File: config.mk
export PLATFORM = sky130hd
export DESIGN_NAME = mem_map_top
export DESIGN_NICKNAME = d
export VERILOG_FILES = /design/src/hdl/sdram_pkg.sv /design/src/hdl/mem_map_pkg.sv /design/src/hdl/slot_if.sv /design/src/hdl/mem_slot.sv /design/src/hdl/bank_arbiter.sv /design/src/hdl/mem_map_top.sv
export SDC_FILE = /design/constraint.sdc
export NUM_CORES = 1
export LEC_CHECK = 0
export BUFFER_PORTS_ARGS = -buffer_cell sky130_fd_sc_hd__buf_2
export CAP_MARGIN = 20
export CELL_PAD_IN_SITES_DETAIL_PLACEMENT = 0
export CELL_PAD_IN_SITES_GLOBAL_PLACEMENT = 1
export CORE_ASPECT_RATIO = 0.6
export CORE_MARGIN = 5
export CORE_UTILIZATION = 46
export DETAILED_ROUTE_END_ITERATION = 8
export PLACE_DENSITY_LB_ADDON = 0.12
export SLEW_MARGIN = 15
export SYNTH_ARGS = -nofsm -noshare
export SYNTH_HDL_FRONTEND = slang
export SYNTH_SLANG_ARGS = --single-unit
File: constraint.sdc
create_clock -name clk -period 3.9 [get_ports clk]
set_input_delay 0.78 -clock clk [delete_from_list [all_inputs] [get_ports clk]]
set_output_delay 0.78 -clock clk [all_outputs]
set_load 0.1 [all_outputs]
File: src/hdl/sdram_pkg.sv
// SDRAM word address, data word and byte mask types
package sdram_pkg;

    // Bank geometry
    localparam int SDRAM_AW = 23;  // Word address bits
    localparam int SDRAM_DW = 16;  // Data bits per word
    localparam int SDRAM_MW = SDRAM_DW / 8;

    // Word address inside one bank
    typedef logic [SDRAM_AW-1:0] sdram_addr_t;

    // One SDRAM data word, upper byte first on the board
    typedef logic [SDRAM_DW-1:0] sdram_data_t;

    // Byte write mask
    // A bit set to one keeps the stored byte, a zero lets the
    // byte from the write data through
    typedef logic [SDRAM_MW-1:0] sdram_mask_t;

endpackage

File: src/hdl/mem_map_pkg.sv
// Region offsets in SDRAM and client address types of the memory map
package mem_map_pkg;

    // Client address widths
    localparam int RAM_AW = 17;  // Main CPU and video DMA, word address
    localparam int SND_AW = 16;  // Sound CPU, byte address
    localparam int PCM_AW = 18;  // PCM samples, byte address

    // Bank 0 layout
    localparam sdram_pkg::sdram_addr_t VRAM_OFFSET = 23'h20_0000;
    localparam sdram_pkg::sdram_addr_t WRAM_OFFSET = 23'h30_0000;
    localparam sdram_pkg::sdram_addr_t SND_OFFSET  = 23'h38_0000;

    // Bank 1 holds only the samples
    localparam sdram_pkg::sdram_addr_t PCM_OFFSET  = 23'h00_0000;

    typedef logic [RAM_AW-1:0] ram_addr_t;
    typedef logic [SND_AW-1:0] snd_addr_t;
    typedef logic [PCM_AW-1:0] pcm_addr_t;

endpackage

File: src/hdl/slot_if.sv
// Request and reply signals between a client slot and its bank arbiter
`timescale 1ns/1ns

interface slot_if;
    import sdram_pkg::*;

    logic        req;     // Held until done
    logic        we;
    sdram_addr_t addr;
    sdram_data_t din;
    sdram_mask_t wrmask;  // Ones keep the byte
    logic        done;    // One cycle pulse
    sdram_data_t rdata;   // Valid with done on reads

    modport client (
        output req, we, addr, din, wrmask,
        input  done, rdata
    );

    modport arbiter (
        input  req, we, addr, din, wrmask,
        output done, rdata
    );

endinterface

File: src/hdl/mem_slot.sv
// Cached client slot with offset add, hit detection, miss request and byte select
`timescale 1ns/1ns

module mem_slot #(
    parameter int                    AW     = 16,
    parameter int                    DW     = 16,
    parameter sdram_pkg::sdram_addr_t OFFSET = '0
) (
    input  logic                  clk,
    input  logic                  arst_n,
    input  logic                  cs,
    input  logic                  we,
    input  logic [AW-1:0]         addr,
    input  sdram_pkg::sdram_data_t din,
    input  sdram_pkg::sdram_mask_t wrmask,
    input  logic                  clr,     // Drops the cached word
    output logic                  ok,
    output logic [DW-1:0]         dout,
    slot_if.client                bus
);
    import sdram_pkg::*;

    // 8-bit clients address bytes, so the LSB is not part of the word address
    localparam int WAW = (DW == 8) ? AW - 1 : AW;

    logic [WAW-1:0] word_idx;
    sdram_addr_t    waddr;
    logic           hit, served, start;

    logic           req_q, ok_r, cache_valid;
    sdram_addr_t    cache_addr;
    sdram_data_t    cache_data;
    logic [AW-1:0]  ok_addr;  // Client address of the last answer
    logic           ok_we;
    sdram_addr_t    bus_addr;
    logic           bus_we;
    sdram_data_t    bus_din;
    sdram_mask_t    bus_wrmask;

    assign word_idx = addr[AW-1:AW-WAW];
    assign waddr    = OFFSET + sdram_addr_t'(word_idx);
    assign hit      = cache_valid && (cache_addr == waddr);
    assign served   = ok_r && (addr == ok_addr) && (we == ok_we);
    assign start    = cs && !served && !req_q;
    assign ok       = cs && served;  // Falls with cs or a new address

    assign bus.req    = req_q;
    assign bus.we     = bus_we;
    assign bus.addr   = bus_addr;
    assign bus.din    = bus_din;
    assign bus.wrmask = bus_wrmask;

    always_ff @(posedge clk or negedge arst_n) begin
        if (!arst_n) begin
            req_q       <= 1'b0;
            ok_r        <= 1'b0;
            cache_valid <= 1'b0;
        end else begin
            if (req_q) begin
                if (bus.done) begin
                    req_q       <= 1'b0;
                    ok_r        <= 1'b1;
                    cache_valid <= !bus_we;  // Writes leave the cache empty
                end
            end else if (start) begin
                ok_r  <= hit && !we;
                req_q <= !(hit && !we);
            end else if (!cs) begin
                ok_r <= 1'b0;
            end
            if (clr) cache_valid <= 1'b0;
        end
    end

    // Request fields and cached word
    always_ff @(posedge clk) begin
        if (start) begin
            ok_addr    <= addr;
            ok_we      <= we;
            bus_addr   <= waddr;
            bus_we     <= we;
            bus_din    <= din;
            bus_wrmask <= wrmask;
        end
        if (req_q && bus.done && !bus_we) begin
            cache_addr <= bus_addr;
            cache_data <= bus.rdata;
        end
    end

    generate
        if (DW == 8) begin : g_byte
            // Even byte sits in the upper half
            assign dout = addr[0] ? cache_data[7:0] : cache_data[15:8];
        end else begin : g_word
            assign dout = cache_data;
        end
    endgenerate

endmodule

File: src/hdl/bank_arbiter.sv
// Fixed-priority arbiter running one SDRAM access at a time for one bank
`timescale 1ns/1ns

module bank_arbiter #(
    parameter int NSLOT = 1
) (
    input  logic                   clk,
    input  logic                   arst_n,
    input  logic                   ack,
    input  logic                   rdy,
    input  sdram_pkg::sdram_data_t data_read,
    output sdram_pkg::sdram_addr_t sdram_addr,
    output logic                   sdram_rd,
    output logic                   sdram_wr,
    output sdram_pkg::sdram_data_t sdram_din,
    output sdram_pkg::sdram_mask_t sdram_mask,
    slot_if.arbiter                slots [NSLOT]
);
    import sdram_pkg::*;

    localparam int GW = (NSLOT > 1) ? $clog2(NSLOT) : 1;

    typedef enum logic [1:0] {idle, wait_ack, wait_rdy} state_t;

    state_t           state;
    logic [NSLOT-1:0] req_v, we_v;
    sdram_addr_t      addr_a [NSLOT];
    sdram_data_t      din_a  [NSLOT];
    sdram_mask_t      mask_a [NSLOT];
    logic [GW-1:0]    grant, pick;
    logic             any_req, grant_en, rd_done, done_q;
    sdram_data_t      rdata_q;

    // Flatten the slot array
    for (genvar i = 0; i < NSLOT; i++) begin : g_slot
        assign req_v[i]       = slots[i].req;
        assign we_v[i]        = slots[i].we;
        assign addr_a[i]      = slots[i].addr;
        assign din_a[i]       = slots[i].din;
        assign mask_a[i]      = slots[i].wrmask;
        assign slots[i].done  = done_q && (grant == GW'(i));
        assign slots[i].rdata = rdata_q;
    end

    // Lowest index wins
    always_comb begin
        pick = '0;
        for (int i = NSLOT - 1; i >= 0; i--) begin
            if (req_v[i]) pick = GW'(i);
        end
    end

    assign any_req  = |req_v;
    // No grant while done is out, the finished slot still shows req
    assign grant_en = (state == idle) && any_req && !done_q;
    // Data may come in the same cycle as ack
    assign rd_done  = rdy && ((state == wait_rdy) || (state == wait_ack && ack && sdram_rd));

    always_ff @(posedge clk or negedge arst_n) begin
        if (!arst_n) begin
            state    <= idle;
            sdram_rd <= 1'b0;
            sdram_wr <= 1'b0;
            done_q   <= 1'b0;
            grant    <= '0;
        end else begin
            done_q <= 1'b0;
            case (state)
                idle: if (grant_en) begin
                    grant    <= pick;
                    sdram_rd <= !we_v[pick];
                    sdram_wr <= we_v[pick];
                    state    <= wait_ack;
                end
                wait_ack: if (ack) begin
                    sdram_rd <= 1'b0;
                    sdram_wr <= 1'b0;
                    if (sdram_wr || rd_done) begin
                        done_q <= 1'b1;  // Write ends at ack
                        state  <= idle;
                    end else begin
                        state <= wait_rdy;
                    end
                end
                wait_rdy: if (rd_done) begin
                    done_q <= 1'b1;
                    state  <= idle;
                end
                default: state <= idle;
            endcase
        end
    end

    always_ff @(posedge clk) begin
        if (grant_en) begin
            sdram_addr <= addr_a[pick];
            sdram_din  <= din_a[pick];
            sdram_mask <= mask_a[pick];
        end
        if (rd_done) rdata_q <= data_read;
    end

endmodule

File: src/hdl/mem_map_top.sv
// Memory map top with bank 0 and bank 1 slots, main RAM offset select and refresh enable
`timescale 1ns/1ns

module mem_map_top (
    input  logic                    clk,
    input  logic                    arst_n,
    input  logic                    lvbl,
    input  logic                    vram_rfsh_en,
    input  logic                    vram_clr,
    // Main CPU
    input  logic                    main_ram_cs,
    input  logic                    main_vram_cs,
    input  logic                    main_rnw,
    input  mem_map_pkg::ram_addr_t  main_ram_addr,
    input  sdram_pkg::sdram_data_t  main_dout,
    input  sdram_pkg::sdram_mask_t  dsn,
    output logic                    main_ram_ok,
    output sdram_pkg::sdram_data_t  main_ram_data,
    // Video DMA
    input  logic                    vram_dma_cs,
    input  mem_map_pkg::ram_addr_t  vram_dma_addr,
    output logic                    vram_dma_ok,
    output sdram_pkg::sdram_data_t  vram_dma_data,
    // Sound CPU and PCM
    input  logic                    snd_cs,
    input  mem_map_pkg::snd_addr_t  snd_addr,
    output logic                    snd_ok,
    output logic [7:0]              snd_data,
    input  logic                    pcm_cs,
    input  mem_map_pkg::pcm_addr_t  pcm_addr,
    output logic                    pcm_ok,
    output logic [7:0]              pcm_data,
    // Bank 0, read and write
    output sdram_pkg::sdram_addr_t  ba0_addr,
    output logic                    ba0_rd,
    output logic                    ba0_wr,
    output sdram_pkg::sdram_data_t  ba0_din,
    output sdram_pkg::sdram_mask_t  ba0_din_m,
    input  logic                    ba0_ack,
    input  logic                    ba0_rdy,
    // Bank 1, read only
    output sdram_pkg::sdram_addr_t  ba1_addr,
    output logic                    ba1_rd,
    input  logic                    ba1_ack,
    input  logic                    ba1_rdy,
    input  sdram_pkg::sdram_data_t  data_read,
    output logic                    refresh_en
);
    import sdram_pkg::*;
    import mem_map_pkg::*;

    sdram_addr_t main_addr;
    logic        main_cs;

    slot_if b0_bus [3] ();  // Main, DMA, sound in priority order
    slot_if b1_bus [1] ();

    assign main_cs   = main_ram_cs | main_vram_cs;
    assign main_addr = (main_ram_cs ? WRAM_OFFSET : VRAM_OFFSET) + sdram_addr_t'(main_ram_addr);

    always_ff @(posedge clk or negedge arst_n) begin
        if (!arst_n) refresh_en <= 1'b0;
        else         refresh_en <= ~lvbl & vram_rfsh_en;
    end

    mem_slot #(.AW(23), .DW(16), .OFFSET('0)) u_main (
        .clk(clk), .arst_n(arst_n),
        .cs(main_cs), .we(~main_rnw), .addr(main_addr),
        .din(main_dout), .wrmask(~dsn), .clr(1'b0),
        .ok(main_ram_ok), .dout(main_ram_data), .bus(b0_bus[0])
    );

    mem_slot #(.AW(RAM_AW), .DW(16), .OFFSET(VRAM_OFFSET)) u_dma (
        .clk(clk), .arst_n(arst_n),
        .cs(vram_dma_cs), .we(1'b0), .addr(vram_dma_addr),
        .din('0), .wrmask('0), .clr(vram_clr),
        .ok(vram_dma_ok), .dout(vram_dma_data), .bus(b0_bus[1])
    );

    mem_slot #(.AW(SND_AW), .DW(8), .OFFSET(SND_OFFSET)) u_snd (
        .clk(clk), .arst_n(arst_n),
        .cs(snd_cs), .we(1'b0), .addr(snd_addr),
        .din('0), .wrmask('0), .clr(1'b0),
        .ok(snd_ok), .dout(snd_data), .bus(b0_bus[2])
    );

    mem_slot #(.AW(PCM_AW), .DW(8), .OFFSET(PCM_OFFSET)) u_pcm (
        .clk(clk), .arst_n(arst_n),
        .cs(pcm_cs), .we(1'b0), .addr(pcm_addr),
        .din('0), .wrmask('0), .clr(1'b0),
        .ok(pcm_ok), .dout(pcm_data), .bus(b1_bus[0])
    );

    bank_arbiter #(.NSLOT(3)) u_bank0 (
        .clk(clk), .arst_n(arst_n),
        .ack(ba0_ack), .rdy(ba0_rdy), .data_read(data_read),
        .sdram_addr(ba0_addr), .sdram_rd(ba0_rd), .sdram_wr(ba0_wr),
        .sdram_din(ba0_din), .sdram_mask(ba0_din_m),
        .slots(b0_bus)
    );

    // Read-only bank, write side left open
    bank_arbiter #(.NSLOT(1)) u_bank1 (
        .clk(clk), .arst_n(arst_n),
        .ack(ba1_ack), .rdy(ba1_rdy), .data_read(data_read),
        .sdram_addr(ba1_addr), .sdram_rd(ba1_rd), .sdram_wr(),
        .sdram_din(), .sdram_mask(),
        .slots(b1_bus)
    );

endmodule

---- After elaboration in Yosys (flattened, before gate mapping) ----
Index checks and enable logic that the tools add are counted.
Widths: inputs -> output; s select.
storage, ports and cells
  register bits ........................... 421
  bits of input ports ..................... 117
  output and inout port bits .............. 120
  logic and storage cells ................. 242
cells by class
  add/subtract/negate cells ............... 3
  order comparisons ....................... 2
  equality and inequality tests ........... 29
  multiplexer cells ....................... 75
  bitwise gates (word level) .............. 6
  reductions and logical operators ........ 81
operators with widths
  operator                count
  $eq 23x23->1            4
  $bmux 23 s2             1
  $mux 23                 2
  $mux 1                  43
  $logic_and 1x1->1       40
  $eq 17x17->1            2
  $bmux 16 s2             1
  $mux 16                 2
  $mux 2                  13
  $add 22x15->23 const A  1
  $add 22x17->23          1
  $add 22x17->23 const A  1
  $mux 21                 1
  $eq 18x18->1            1
  $reduce_and 2->1        9
  $eq 16x16->1            1
  $logic_not 1->1         16
  $mux 8                  2
  $ne 2x1->1 const B      8
  $pmux 1 s2              6
  $pmux 2 s3              2
  $reduce_and 3->1        4
  $ne 3x1->1 const B      3
  $reduce_bool 2->1       4
  17 further kinds        28

---- Longest topological paths before layout ----
Gate-level depths: netlist of the first run.
  depth after elaboration ................. 10
  gate-level depth with buffers ........... 8
  mapped depth without buffers ............ 8

---- By module ----
A second synthesis of the first run with hierarchy kept.
unflattened totals
  cell total of the unflattened synthesis .. 1042
  area, all modules ....................... 17105.2 µm²
by module, submodules not included
  module                   times used  cells each  area an instance (µm²)  sequential area each (µm²)
  bank_arbiter at u_bank0  1           278         3316.9                  1886.8
  mem_slot at u_main       1           177         3193.1                  2507.4
  mem_slot at u_pcm        1           179         2991.6                  2177.1
  mem_slot at u_snd        1           166         2801.4                  2057.0
  mem_slot at u_dma        1           143         2673.8                  2147.1
  bank_arbiter at u_bank1  1           91          2072.0                  1836.8
  mem_map_top              1           8           56.3                    25.0

---- Worst setup path after synthesis of the first run ----
Ideal clock, no wire load.
  path kind ............................... input to output
  start point ............................. input main_ram_addr[10]
  end point ............................... output main_ram_ok
  arrival ................................. 4.235 ns
  data required time ...................... 3.120 ns
  setup slack ............................. -1.115 ns
  stages .................................. 4
  cell sequence ........................... xor2_1 nor4_1 nand3_1 nor4_1
between the ends
  word-level cells in the longest chain between the ends .. 5
ends and longest elaborated chain
  what                            line               source
  from (decl)                     mem_map_top.sv:14  input mem_map_pkg::ram_addr_t main_ram_addr,
  $add 22x17->23                  mem_map_top.sv:59  assign main_addr = (main_ram_cs ? WRAM_OFFSET : VRAM_OFFSET) + sdram_addr_t'(main_ram_addr);
  $eq 23x23->1                    mem_slot.sv:43     assign served = ok_r && (addr == ok_addr) && (we == ok_we);
  $logic_and 1x1->1 (2 in a row)  mem_slot.sv:43
  $logic_and 1x1->1               mem_slot.sv:45     assign ok = cs && served;
  to (decl)                       mem_map_top.sv:17  output logic main_ram_ok,
Every way passes these cells.

---- Worst setup path in the final report of the first run ----
  start point ............................. register u_snd.ok_addr[9]
  end point ............................... output snd_ok
between the ends
  word-level cells in the longest chain between the ends .. 3
ends and longest elaborated chain
  what                    line               source
  from (decl)             mem_slot.sv:33     logic [AW-1:0] ok_addr;
  from (signal assigned)  mem_slot.sv:78     ok_addr <= addr;
  $eq 16x16->1            mem_slot.sv:43
  $logic_and 1x1->1       mem_slot.sv:43
  $logic_and 1x1->1       mem_slot.sv:45
  to (decl)               mem_map_top.sv:27  output logic snd_ok,
Every way passes these cells.

==> summary.txt, run 1 <==
Outcome
  • Outcome: finished, final reports clean

STA
  • Worst rel slew slack: 32.9%
  • Post-Route Setup TNS: 0 ns
  • Fin crit share: 91.0%
  • Worst Clk Skew: 0.0101 ns
  • Final Max Slew Viols: 0
  • Final setup fails: 0
  • Slew of the pin with the lowest slew margin: 1.01 ns
  • Final Hold Fails: 0
  • Unrepaired setup endpoints after global routing: no
  • Fin worst setup slack: 0.352 ns
  • Fmax: 282 MHz
  • Minimum clock period after layout: 3.55 ns

Clocking
  • CTS resizes: 0
  • Cts bufs inserted: 31
  • Worst-path clk slew: 0.06 ns
  • Post-CTS Hold Fix Bufs: 0
  • CTS sink count: 330
  • H-tree depth: 1
  • Root buffer cell: clkbuf_16
  • CTS tree: done
  • Clk_lat worst skew: 0.56 ns
  • Post-CTS Setup Repair Bufs: 0
  • Clock buffer depth: 3

Synth
  • Yosys top cell area share: 72.5%
  • Yosys top cell by area: edfxtp_1
  • Complex-gate fraction of the synthesized area: 2.41%
  • Ys flop type: edfxtp_1
  • Post-synthesis xor/xnor area fraction: 9.46%
  • Simple-Gate Fraction of Synth Area: 5.93%
  • EDFF count, synth: 306
  • Netlist cell types: 49
  • Syn Area/Cell: 17.4 µm²
  • Adder-Cell Fraction of Synth Area: 0.592%
  • Synth top area cells: edfxtp_1 72%, xnor2_1 7.5%, dfrtp_1 4.7%
  • Commonest cells in the netlist: 306 x edfxtp_1, 108 x xnor2_1, 29 x nand4_1, 29 x xor2_1, 25 x nand2_1
  • Multiplexer share of the synthesized area: 2.85%
  • Sequential area share after synthesis: 77.2%
  • Cell count after synthesis: 728
  • Post-synth ARST share: 7.27%
  • Synth Cell Area: 12700 µm²
  • #FFs+latches synth: 330
  • Main combinational cell family by area after synthesis: XOR/XNOR gates
  • Most frequent cell after synthesis: edfxtp_1
  • Synth Warn #: 0

Floorplan
  • DIE AREA: 31100 µm²
  • DIE WIDTH: 224 µm
  • Row cnt: 47
  • Core footprint: 27300 µm²
  • Starting density of the core: 46.4%
  • DIE HEIGHT: 139 µm
  • Num ports: 237

Power and ir drop
  • Seq pwr share: 42.1%
  • Cell leakage power: 0.00550 µW
  • Worst ir drop on vdd: 0.941 mV
  • Final Power: 12200 µW
  • Psw: 4960 µW
  • Sw frac: 40.5%
  • Combinational fraction of design power: 32.8%
  • Int Pwr: 7270 µW
  • Power Density: 796 nW/µm²
  • Clock Power Share: 25.0%

Layout
  • Layout cells sized above 1: 31.4%
  • # fillers: 2232
  • Layout Nets: 1116
  • Area Growth Syn to Fin: 21.2%
  • Non-Filler Instances: 1387
  • Reg area: 9790 µm²
  • Multi-input logic area: 2780 µm²
  • Fin area: 15400 µm²

Setup path
  • R2R Path Start: u_bank0.state[0]$_DFFE_PN0P_
  • Family with the most delay on the worst path: simple AND/OR/NAND/NOR gates
  • R2r setup slk: 1.48 ns
  • CP arrival: 2.77 ns
  • Critical Path Start Type: flop
  • CP Max Fanout: 4
  • R2R depth: 6
  • Crit-path max cell delay: 0.49 ns
  • Critical path class: reg2out
  • Critical-path cell list: xor2_1, nor4_1, nand4_1, nor4_2, and2_1, buf_2
  • Critical R2R Capture: u_bank0.sdram_addr[13]$_DFFE_PP_
  • Buffers and inverters on the worst path: 1
  • Worst Path Required: 3.12 ns
  • Crit. End Element: output port
  • Slowest stage cell, crit path: edfxtp_1

Drt
  • Via Count: 6756
  • DRC Markers: 0
  • Vias per cell: 4.87
  • Avg WL per Cell: 20.1 µm
  • DRT Pass-1 Iters: 4
  • Drt first-iter violations: 471
  • Final wirelength: 27900 µm
  • Routed Antenna Nets: 0

Place
  • DPL Wire Length: 20200 µm
  • Pre-CTS setup slack: 0.524 ns
  • Placed inst area: 14300 µm²
  • GP Congestion: 0.774
  • Port bufs: 227
  • Placed Cells incl. Taps: 1327

Hold path
  • Hold crit path type: in2async

Global route
  • GRT Total Usage: 17.8%
  • Initial antenna violation count: 4
  • First-pass GRT wire length: 42400 µm
  • Largest net degree at the start of global routing: 35
  • Global route overflow: 0
  • Vias in the first global route: 6908

Run
  • Max_cap viols: 0
==> cells in the final DEF, fill, tap and decap left out, drive strengths merged, types with 2 or more instances in the layout <==
cell / count
inv: 20
o22ai: 3
and2: 24
mux2i: 17
nand4: 29
nor4: 13
nand3: 3
a22o: 2
diode: 2
buf: 241
nand2: 25
clkbuf: 40
ha: 6
xnor2: 108
xor2: 29
mux2: 17
dfrtp: 24
bufinv: 5
or2: 4
clkinv: 11
nand2b: 2
nor3: 4
o31ai: 2
edfxtp: 306
nor2b: 3
o21ai: 26
and3: 2
a21oi: 5
nor2: 20
conb: 10
and3b: 2
nor3b: 2
==> worst max path at each step <==
stage,start,endpoint,cells past startpoint
detailed placement,snd_addr[9],snd_ok,7
finish,u_snd.ok_addr[9]$_DFFE_PP_,snd_ok,6
floorplan,main_ram_addr[10],main_ram_ok,4
global route,u_snd.ok_addr[9]$_DFFE_PP_,snd_ok,6
global placement,snd_addr[9],snd_ok,7
CTS,u_snd.ok_addr[9]$_DFFE_PP_,snd_ok,6
==> flip-flops by register name, indices dropped and copies added (netlist names), 15 cells and up <==
register and count:
u_main.bus.din 16, u_snd.cache_data 16, u_pcm.cache_data 16, u_pcm.cache_addr 17, u_dma.ok_addr 17, u_snd.cache_addr 15
u_main.ok_addr 18, u_bank1.sdram_addr 17, u_pcm.ok_addr 18, u_main.dout 16, u_dma.cache_addr 17, u_bank0.slots.rdata 16
u_snd.ok_addr 16, u_dma.dout 16, u_bank1.slots.rdata 16, u_bank0.sdram_din 16, u_bank0.sdram_addr 20, u_main.cache_addr 18
==> per-stage QoR <==
stage	hold WS [ns]	utilization, %
2_1_floorplan	0.400	-
3_3_place_gp	0.400	52.4
3_5_place_dp	0.405	52.4
4_1_cts	0.264	56.2
5_1_grt	0.289	56.2
6_report	0.257	56.2
==> final cells by class <==
cell class,count,share of cell area (%)
inverter,19,0.464
tap,367,2.99
sequential,330,63.7
antenna,2,0.0326
multi-input combinational,370,18.1
clock buffer,40,5.27
clock inverter,18,1.40
timing repair buffer,241,8.10
==> logic make-up (layout without fill, tap and decap cells) <==
family,count (synthesis),in the layout
DFF,330,330
xor gates and xnor gates,137,137
and+or+nand+nor,134,134
AOI/OAI and AO/OA,49,49
buffers and inverters,36,318
muxes,34,34
adders and majority gates,6,6
other,2,12
==> power groups by stage <==
stage / clock network [µW] / registers (µW) / logic, µW
after detailed placement: 0 / 5220 / 4060
after floorplan: 0 / 7340 / 1040
after global routing: 3290 / 5220 / 4220
final: 3060 / 5150 / 4020
after CTS: 3130 / 5160 / 4060
after global placement: 0 / 5210 / 4040
==> routing by layer <==
layer / track usage [%] / part of all wire, % / up-vias
li1: - / - / 3231
met1: 28.1 / 50 / 3316
met2: 25.2 / 42 / 171
met3: 5.08 / 6.8 / 32
met4: 2.59 / 1.2 / 6
met5: 0 / 0.12 / -
(Power assumes the default switching activity.)
==> run 2: changes to the inputs <==
--- a/config.mk
+++ b/config.mk
@@ -5,13 +5,14 @@
 export SDC_FILE = /design/constraint.sdc
 export NUM_CORES = 1
 export LEC_CHECK = 0
+export ABC_AREA = 1
 export BUFFER_PORTS_ARGS = -buffer_cell sky130_fd_sc_hd__buf_2
 export CAP_MARGIN = 20
 export CELL_PAD_IN_SITES_DETAIL_PLACEMENT = 0
 export CELL_PAD_IN_SITES_GLOBAL_PLACEMENT = 1
 export CORE_ASPECT_RATIO = 0.6
 export CORE_MARGIN = 5
-export CORE_UTILIZATION = 46
+export CORE_UTILIZATION = 44
 export DETAILED_ROUTE_END_ITERATION = 8
 export PLACE_DENSITY_LB_ADDON = 0.12
 export SLEW_MARGIN = 15
==> run 2 against run 1 <==
Effect of this change: area after synthesis up 10%; register-to-register slack worse by 0.08 ns; worst hold slack better by 0.058 ns; power is essentially flat; via count is 42% higher; non-clock buffer count decreased by 6; largest power group unchanged; largest cell class unchanged; setup slack improved by 0.41 ns; utilization fell by 2.7 points.
==> summary.txt, run 2 <==
Drt
  • Drt first-iter violations: 761 (was 471)
  • Vias per cell: 4.73 (was 4.87)
  • Routed Antenna Nets: 0 (unchanged)
  • Via Count: 9577 (was 6756)
  • Avg WL per Cell: 17.8 µm (was 20.1 µm)
  • Final wirelength: 36100 µm (was 27900 µm)
  • DRT Pass-1 Iters: 5 (was 4)
  • DRC Markers: 0 (unchanged)

Global route
  • Vias in the first global route: 8845 (was 6908)
  • Global route overflow: 0 (unchanged)
  • GRT Total Usage: 20.0% (was 17.8%)
  • Largest net degree at the start of global routing: 43 (was 35)
  • Initial antenna violation count: 4 (unchanged)
  • First-pass GRT wire length: 53700 µm (was 42400 µm)

Power and ir drop
  • Power Density: 731 nW/µm² (was 796 nW/µm²)
  • Worst ir drop on vdd: 0.401 mV (was 0.941 mV)
  • Final Power: 12200 µW (about the same)
  • Cell leakage power: 0.00754 µW (was 0.00550 µW)

STA
  • Post-Route Setup TNS: 0 ns (unchanged)
  • Fin crit share: 80.4% (was 91.0%)
  • Unrepaired setup endpoints after global routing: no (unchanged)
  • Slew of the pin with the lowest slew margin: 1.08 ns (was 1.01 ns)
  • Final Hold Fails: 0 (unchanged)
  • Final setup fails: 0 (unchanged)
  • Worst rel slew slack: 27.5% (was 32.9%)
  • Minimum clock period after layout: 3.14 ns (was 3.55 ns)
  • Fmax: 319 MHz (was 282 MHz)
  • Final Max Slew Viols: 0 (unchanged)
  • Worst Clk Skew: 0.0203 ns (was 0.0101 ns)

Setup path
  • CP Max Fanout: 11 (was 4)
  • Critical R2R Capture: u_bank0.sdram_addr[6]$_DFFE_PP_ (was u_bank0.sdram_addr[13]$_DFFE_PP_)
  • R2R depth: 7 (was 6)
  • Critical Path Start Type: input pin (was flop)
  • Critical Path End: pcm_ok (was snd_ok)
  • Critical path class: in2out (was reg2out)
  • R2R Path Start: u_dma.bus.req$_DFF_PN0_ (was u_bank0.state[0]$_DFFE_PN0P_)
  • R2r setup slk: 1.40 ns (was 1.48 ns)
  • Critical-path cell list: buf_2, inv_2, nand2_1, nand2_1, nor2_1, nand2_1, nor2_1, nand3_1, nor2_1, buf_2 (was xor2_1, nor4_1, nand4_1, nor4_2, and2_1, buf_2)
  • Worst Path Required: 3.12 ns (about the same)
  • Slowest stage cell, crit path: buf_2 (was edfxtp_1)
  • Crit-path max cell delay: 0.44 ns (was 0.49 ns)
  • Crit. End Element: output port (unchanged)
  • Crit path from: pcm_addr[0] (was u_snd.ok_addr[9]$_DFFE_PP_)
  • CP arrival: 2.36 ns (was 2.77 ns)

Synth
  • Netlist cell types: 33 (was 49)
  • EDFF count, synth: 306 (unchanged)
  • Ys flop type: edfxtp_1 (unchanged)
  • Synth Cell Area: 14000 µm² (was 12700 µm²)
  • Yosys top cell by area: edfxtp_1 (unchanged)
  • Synth Warn #: 0 (unchanged)
  • Yosys top cell area share: 65.7% (was 72.5%)
  • Synth top area cells: edfxtp_1 66%, nand2_1 12%, inv_1 5.5% (was edfxtp_1 72%, xnor2_1 7.5%, dfrtp_1 4.7%)
  • Cell count after synthesis: 1323 (was 728)
  • Sequential area share after synthesis: 70.0% (was 77.2%)
  • Most frequent cell after synthesis: nand2_1 (was edfxtp_1)
  • Syn Area/Cell: 10.6 µm² (was 17.4 µm²)
  • #FFs+latches synth: 330 (unchanged)
  • Post-synth ARST share: 7.27% (unchanged)
  • Commonest cells in the netlist: 458 x nand2_1, 306 x edfxtp_1, 206 x inv_1, 140 x nor2_1, 48 x o21ai_0 (was 306 x edfxtp_1, 108 x xnor2_1, 29 x nand4_1, 29 x xor2_1, 25 x nand2_1)

Hold path
  • Hold crit path type: in2async (unchanged)

Clocking
  • CTS sink count: 330 (unchanged)
  • CTS resizes: 0 (unchanged)
  • CTS tree: done (unchanged)
  • Clock buffer depth: 3 (unchanged)
  • Post-CTS Setup Repair Bufs: 0 (unchanged)
  • Clk_lat worst skew: 0.53 ns (was 0.56 ns)
  • Root buffer cell: clkbuf_16 (unchanged)
  • Cts bufs inserted: 34 (was 31)
  • H-tree depth: 2 (was 1)
  • Post-CTS Hold Fix Bufs: 0 (unchanged)
  • Worst-path clk slew: 0.07 ns (was 0.06 ns)

Place
  • GP Congestion: 0.909 (was 0.774)
  • DPL Wire Length: 27100 µm (was 20200 µm)
  • Placed Cells incl. Taps: 1961 (was 1327)
  • Port bufs: 227 (unchanged)

Layout
  • Most frequent cells in the layout: 458 x nand2_1, 306 x edfxtp_1, 227 x buf_2 (was 306 x edfxtp_1, 227 x buf_2, 108 x xnor2_1)
  • Most flop-heavy register: u_bank0.sdram_addr (unchanged)
  • # fillers: 2806 (was 2232)
  • Area Growth Syn to Fin: 19.8% (was 21.2%)
  • Max reg flops: 20 (unchanged)
  • Non-Filler Instances: 2025 (was 1387)
  • Layout Nets: 1704 (was 1116)
  • Layout cells sized above 1: 18.4% (was 31.4%)
  • Commonest non-fill, non-tap cell in the layout: nand2_1 (was edfxtp_1)

Floorplan
  • Row cnt: 50 (was 47)
  • DIE HEIGHT: 148 µm (was 139 µm)
  • Core footprint: 31300 µm² (was 27300 µm²)
  • Num ports: 237 (unchanged)
  • DIE WIDTH: 240 µm (was 224 µm)
  • Starting density of the core: 44.7% (was 46.4%)
  • DIE AREA: 35500 µm² (was 31100 µm²)

Outcome
  • Outcome: finished, final reports clean (unchanged)

Run
  • Max_cap viols: 0 (unchanged)
## run 2: power breakdown
part | switching, µW | leakage (µW) | internal, µW
sequential | 251 | 0.00310 | 4690
combinational | 3520 | 0.00393 | 619
clock | 1350 | 0.000506 | 1800
total | 5130 | 0.00754 | 7110
## run 2: layout make-up
| cell class | count | area (µm²) | area share, % |
|---|---|---|---|
| Multi-Input combinational cell | 773 | 3360 | 20.1 |
| Timing Repair Buffer | 235 | 1230 | 7.34 |
| Sequential cell | 330 | 9790 | 58.5 |
| Antenna cell | 3 | 7.51 | 0.0448 |
| Clock inverter | 13 | 133 | 0.792 |
| Inverter | 207 | 777 | 4.64 |
| Clock buffer | 48 | 925 | 5.52 |
| Tap cell | 416 | 520 | 3.11 |
## run 2: worst min-delay path by stage
stage / endpoint / startpoint / slack [ns] / cells after the start
2_1_floorplan: u_pcm.cache_data[0]$_DFFE_PP_ / u_bank1.slots[0].rdata[0]$_DFFE_PP_ / 0.40 / 0
3_3_place_gp: u_pcm.cache_data[7]$_DFFE_PP_ / u_bank1.slots[0].rdata[7]$_DFFE_PP_ / 0.40 / 0
3_5_place_dp: u_pcm.cache_data[13]$_DFFE_PP_ / u_bank1.slots[0].rdata[13]$_DFFE_PP_ / 0.41 / 0
4_1_cts: u_bank1.done_q$_DFF_PN0_ / arst_n / 0.31 / 1
5_1_grt: u_bank1.done_q$_DFF_PN0_ / arst_n / 0.36 / 1
6_report: u_bank1.done_q$_DFF_PN0_ / arst_n / 0.31 / 1
## run 2: logic make-up (layout without fill, tap and decap cells)
logic type | count (synthesis) | after routing | synth area share, %
adders and majority gates | 6 | 6 | 0.537
buffers and inverters | 228 | 503 | 6.44
AOI/OAI and AO/OA | 94 | 94 | 3.77
and+or+nand+nor | 643 | 643 | 17.9
other | 2 | 13 | 0.0537
DFF | 330 | 330 | 70.0
xor gates and xnor gates | 20 | 20 | 1.25
## run 2: layer usage
metal | share of wire [%] | global-route usage [%] | routed length (µm) | vias up
li1 | - | - | - | 4756
met1 | 51 | 33.1 | 18300 | 4521
met2 | 41 | 26.6 | 14800 | 256
met3 | 6.8 | 4.32 | 2450 | 42
met4 | 1.5 | 4.65 | 541 | 2
met5 | 0.042 | 0 | 15 | -
## run 2: per-stage QoR
step	worst slack (ns)	area, µm²	hold WS (ns)	util, %
2_1_floorplan	0.437	14000	0.400	-
3_3_place_gp	0.760	15600	0.400	50.0
3_5_place_dp	0.762	15700	0.406	50.1
4_1_cts	0.750	16700	0.308	53.5
5_1_grt	0.588	16700	0.358	53.5
6_report	0.762	16700	0.315	53.5
## run 2: worst max-delay path: cells and delay by family
| kind | cells | cell delay, ns |
|---|---|---|
| buf+inv | 3 | 0.81 |
| simple gates | 7 | 0.77 |
==> run 3: changes to the inputs <==
--- a/config.mk
+++ b/config.mk
@@ -12,7 +12,7 @@
 export CELL_PAD_IN_SITES_GLOBAL_PLACEMENT = 1
 export CORE_ASPECT_RATIO = 0.6
 export CORE_MARGIN = 5
-export CORE_UTILIZATION = 44
+export CORE_UTILIZATION = 40
 export DETAILED_ROUTE_END_ITERATION = 8
 export PLACE_DENSITY_LB_ADDON = 0.12
 export SLEW_MARGIN = 15
==> constraint.sdc (replaced) <==
create_clock -name clk -period 2.71 [get_ports clk]
set_input_delay 0.542 -clock clk [delete_from_list [all_inputs] [get_ports clk]]
set_output_delay 0.542 -clock clk [all_outputs]
set_load 0.1 [all_outputs]
==> run 3 against run 2 <==
Effect of this change: utilization down 4.5 points; largest power group unchanged; highest routed layer is now met4; die area rose by 9.4%; non-clock buffer count increased by 15; combinational power grew 45%.
==> summary.txt, run 3 (same netlist as run 2, synthesis figures left out) <==
Outcome
  • Outcome: finished, final reports clean (unchanged)

Global route
  • GRT Max-Usage Layer: met1 (unchanged)
  • Initial antenna violation count: 0 (was 4)
  • Vias in the first global route: 9076 (was 8845)
  • Global route overflow: 0 (unchanged)
  • Largest net degree at the start of global routing: 43 (unchanged)
  • First-pass GRT wire length: 54800 µm (was 53700 µm)
  • GRT Total Usage: 18.5% (was 20.0%)
  • Global Route met2 Usage: 25.1% (was 26.6%)
  • Met3 Usage GRT: 4.40% (was 4.32%)
  • Met1 usage in global routing: 30.0% (was 33.1%)

Layout
  • Max reg flops: 20 (unchanged)
  • Layout cells sized above 1: 20.3% (was 18.4%)
  • Non-Filler Instances: 2087 (was 2025)
  • Layout Nets: 1719 (was 1704)
  • Area Growth Syn to Fin: 21.9% (was 19.8%)
  • Commonest non-fill, non-tap cell in the layout: nand2_1 (unchanged)
  • Antenna diode count: 0 (was 3)
  • Most frequent cells in the layout: 458 x nand2_1, 306 x edfxtp_1, 223 x buf_2 (was 458 x nand2_1, 306 x edfxtp_1, 227 x buf_2)
  • Most flop-heavy register: u_bank0.sdram_addr (unchanged)
  • # fillers: 3276 (was 2806)

Floorplan
  • Row cnt: 53 (was 50)
  • Num ports: 237 (unchanged)
  • Core footprint: 34700 µm² (was 31300 µm²)
  • DIE HEIGHT: 155 µm (was 148 µm)
  • Starting density of the core: 40.2% (was 44.7%)
  • DIE WIDTH: 251 µm (was 240 µm)
  • DIE AREA: 38900 µm² (was 35500 µm²)

Clocking
  • Root buffer cell: clkbuf_16 (unchanged)
  • Post-CTS Hold Fix Bufs: 0 (unchanged)
  • Clk_lat worst skew: 0.53 ns (about the same)
  • Clock buffer depth: 3 (unchanged)
  • CTS sink count: 330 (unchanged)
  • Cts bufs inserted: 34 (unchanged)
  • Worst-path clk slew: 0.06 ns (was 0.07 ns)
  • CTS tree: done (unchanged)
  • H-tree depth: 2 (unchanged)

Drt
  • DRT Pass-1 Iters: 5 (unchanged)
  • Final wirelength: 36400 µm (was 36100 µm)
  • Routed Antenna Nets: 0 (unchanged)
  • Avg WL per Cell: 17.5 µm (was 17.8 µm)
  • DRC Markers: 0 (unchanged)
  • Drt first-iter violations: 729 (was 761)
  • Vias per cell: 4.56 (was 4.73)
  • Via Count: 9508 (was 9577)

Place
  • Placed Cells incl. Taps: 2023 (was 1961)
  • DPL Wire Length: 27400 µm (was 27100 µm)
  • GP Congestion: 0.844 (was 0.909)
  • Pre-CTS setup slack: 0.293 ns (was 0.762 ns)
  • Port bufs: 227 (unchanged)

STA
  • Slew of the pin with the lowest slew margin: 0.818 ns (was 1.08 ns)
  • Final Hold Fails: 0 (unchanged)
  • Unrepaired setup endpoints after global routing: no (unchanged)
  • Final Max Slew Viols: 0 (unchanged)
  • Post-Route Setup TNS: 0 ns (unchanged)
  • Fin worst setup slack: 0.0554 ns (was 0.762 ns)
  • Fin crit share: 98.0%
  • Worst Clk Skew: 0.0254 ns (was 0.0203 ns)
  • Minimum clock period after layout: 2.65 ns
  • Fmax: 377 MHz
  • Worst rel slew slack: 45.4% (was 27.5%)
  • Final setup fails: 0 (unchanged)

Run
  • Max_cap viols: 0 (unchanged)

Setup path
  • Critical Path Start Type: flop (was input pin)
  • Worst Path Required: 2.17 ns (was 3.12 ns)
  • R2R Path Start: u_main.bus.req$_DFF_PN0_ (was u_dma.bus.req$_DFF_PN0_)
  • CP Max Fanout: 3 (was 11)
  • R2r setup slk: 0.56 ns (was 1.40 ns)
  • R2R depth: 6 (was 7)
  • Crit. End Element: output port (unchanged)
  • Critical R2R Capture: u_bank0.sdram_addr[11]$_DFFE_PP_ (was u_bank0.sdram_addr[6]$_DFFE_PP_)
  • CP arrival: 2.11 ns (was 2.36 ns)
  • Critical path class: reg2out (was in2out)

Power and ir drop
  • Cell leakage power: 0.00764 µW (was 0.00754 µW)
  • Worst ir drop on vdd: 0.747 mV (was 0.401 mV)
  • Power Density: 1040 nW/µm² (was 731 nW/µm²)

Hold path
  • Hold crit path type: in2async (unchanged)
[run 3: cell types whose count changed in the layout (fill, tap and decap cells not counted), moves of 4 or more]
| cell | previous run | this run |
|---|---|---|
| clkbuf_8 | 0 | 4 |
| nor2_2 | 1 | 7 |
| buf_4 | 6 | 20 |
| clkbuf_1 | 13 | 6 |
| buf_12 | 1 | 7 |
| buf_2 | 227 | 223 |
| nor2_1 | 137 | 130 |
[run 3: worst max path at each step]
stage,cells past startpoint,endpoint,start,slack (ns)
final,5,pcm_ok,u_pcm.ok_addr[14]$_DFFE_PP_,0.06
after CTS,9,vram_dma_ok,u_dma.ok_addr[15]$_DFFE_PP_,0.02
after detailed placement,10,pcm_ok,pcm_addr[0],0.29
after global placement,10,pcm_ok,pcm_addr[0],0.28
after floorplan,4,u_dma.cache_addr[0]$_DFFE_PP_,u_bank0.done_q$_DFF_PN0_,0.16
after global routing,9,pcm_ok,u_pcm.ok_addr[9]$_DFFE_PP_,0.0009
[run 3: power breakdown]
group | total [µW] | switching [µW] | leakage, µW | internal [µW]
Combinational | 6020 | 5060 | 0.00402 | 958
Clock | 4630 | 1990 | 0.000525 | 2640
Sequential | 7080 | 346 | 0.00310 | 6740
Total | 17700 | 7400 | 0.00764 | 10300
[run 3: through the flow]
stage / util (%) / hold slack (ns) / total power [µW] / cell area, µm²
6_report: 49.0 / 0.0439 / 17700 / 17000
5_1_grt: 49.0 / 0.0821 / 18500 / 17000
4_1_cts: 48.9 / 0.0566 / 17900 / 17000
3_5_place_dp: 45.7 / 0.405 / 13300 / 15900
3_3_place_gp: 45.7 / 0.404 / 13200 / 15900
2_1_floorplan: - / 0.246 / 11900 / 14000
[run 3: layout make-up]
| cell class | instances | area (µm²) | share of cell area [%] |
|---|---|---|---|
| Sequential cell | 330 | 9790 | 57.5 |
| Multi-Input combinational cell | 773 | 3390 | 19.9 |
| Timing Repair Buffer | 250 | 1410 | 8.26 |
| Clock buffer | 44 | 928 | 5.45 |
| Inverter | 207 | 777 | 4.56 |
| Tap cell | 467 | 584 | 3.43 |
| Clock inverter | 16 | 160 | 0.940 |
[run 3: per-layer routing]
layer  share of wire [%]  up-vias
met5                   0        -
met3                 7.6       40
met4                 1.4        0
met1                  51     4404
li1                    -     4786
met2                  40      278
[run 3: worst max-delay path: stages (launching register included)]
cell and delay [ns]:
edfxtp_1 0.44, xnor2_1 0.44, and3_1 0.23, nand3_1 0.13
nor2_2 0.17, buf_12 0.19
[run 3: what timing repair did]
item                       4_1_cts  5_1_grt
buffers inserted                 1        3
setup endpoints to repair        1        3
gates resized for setup          0        6
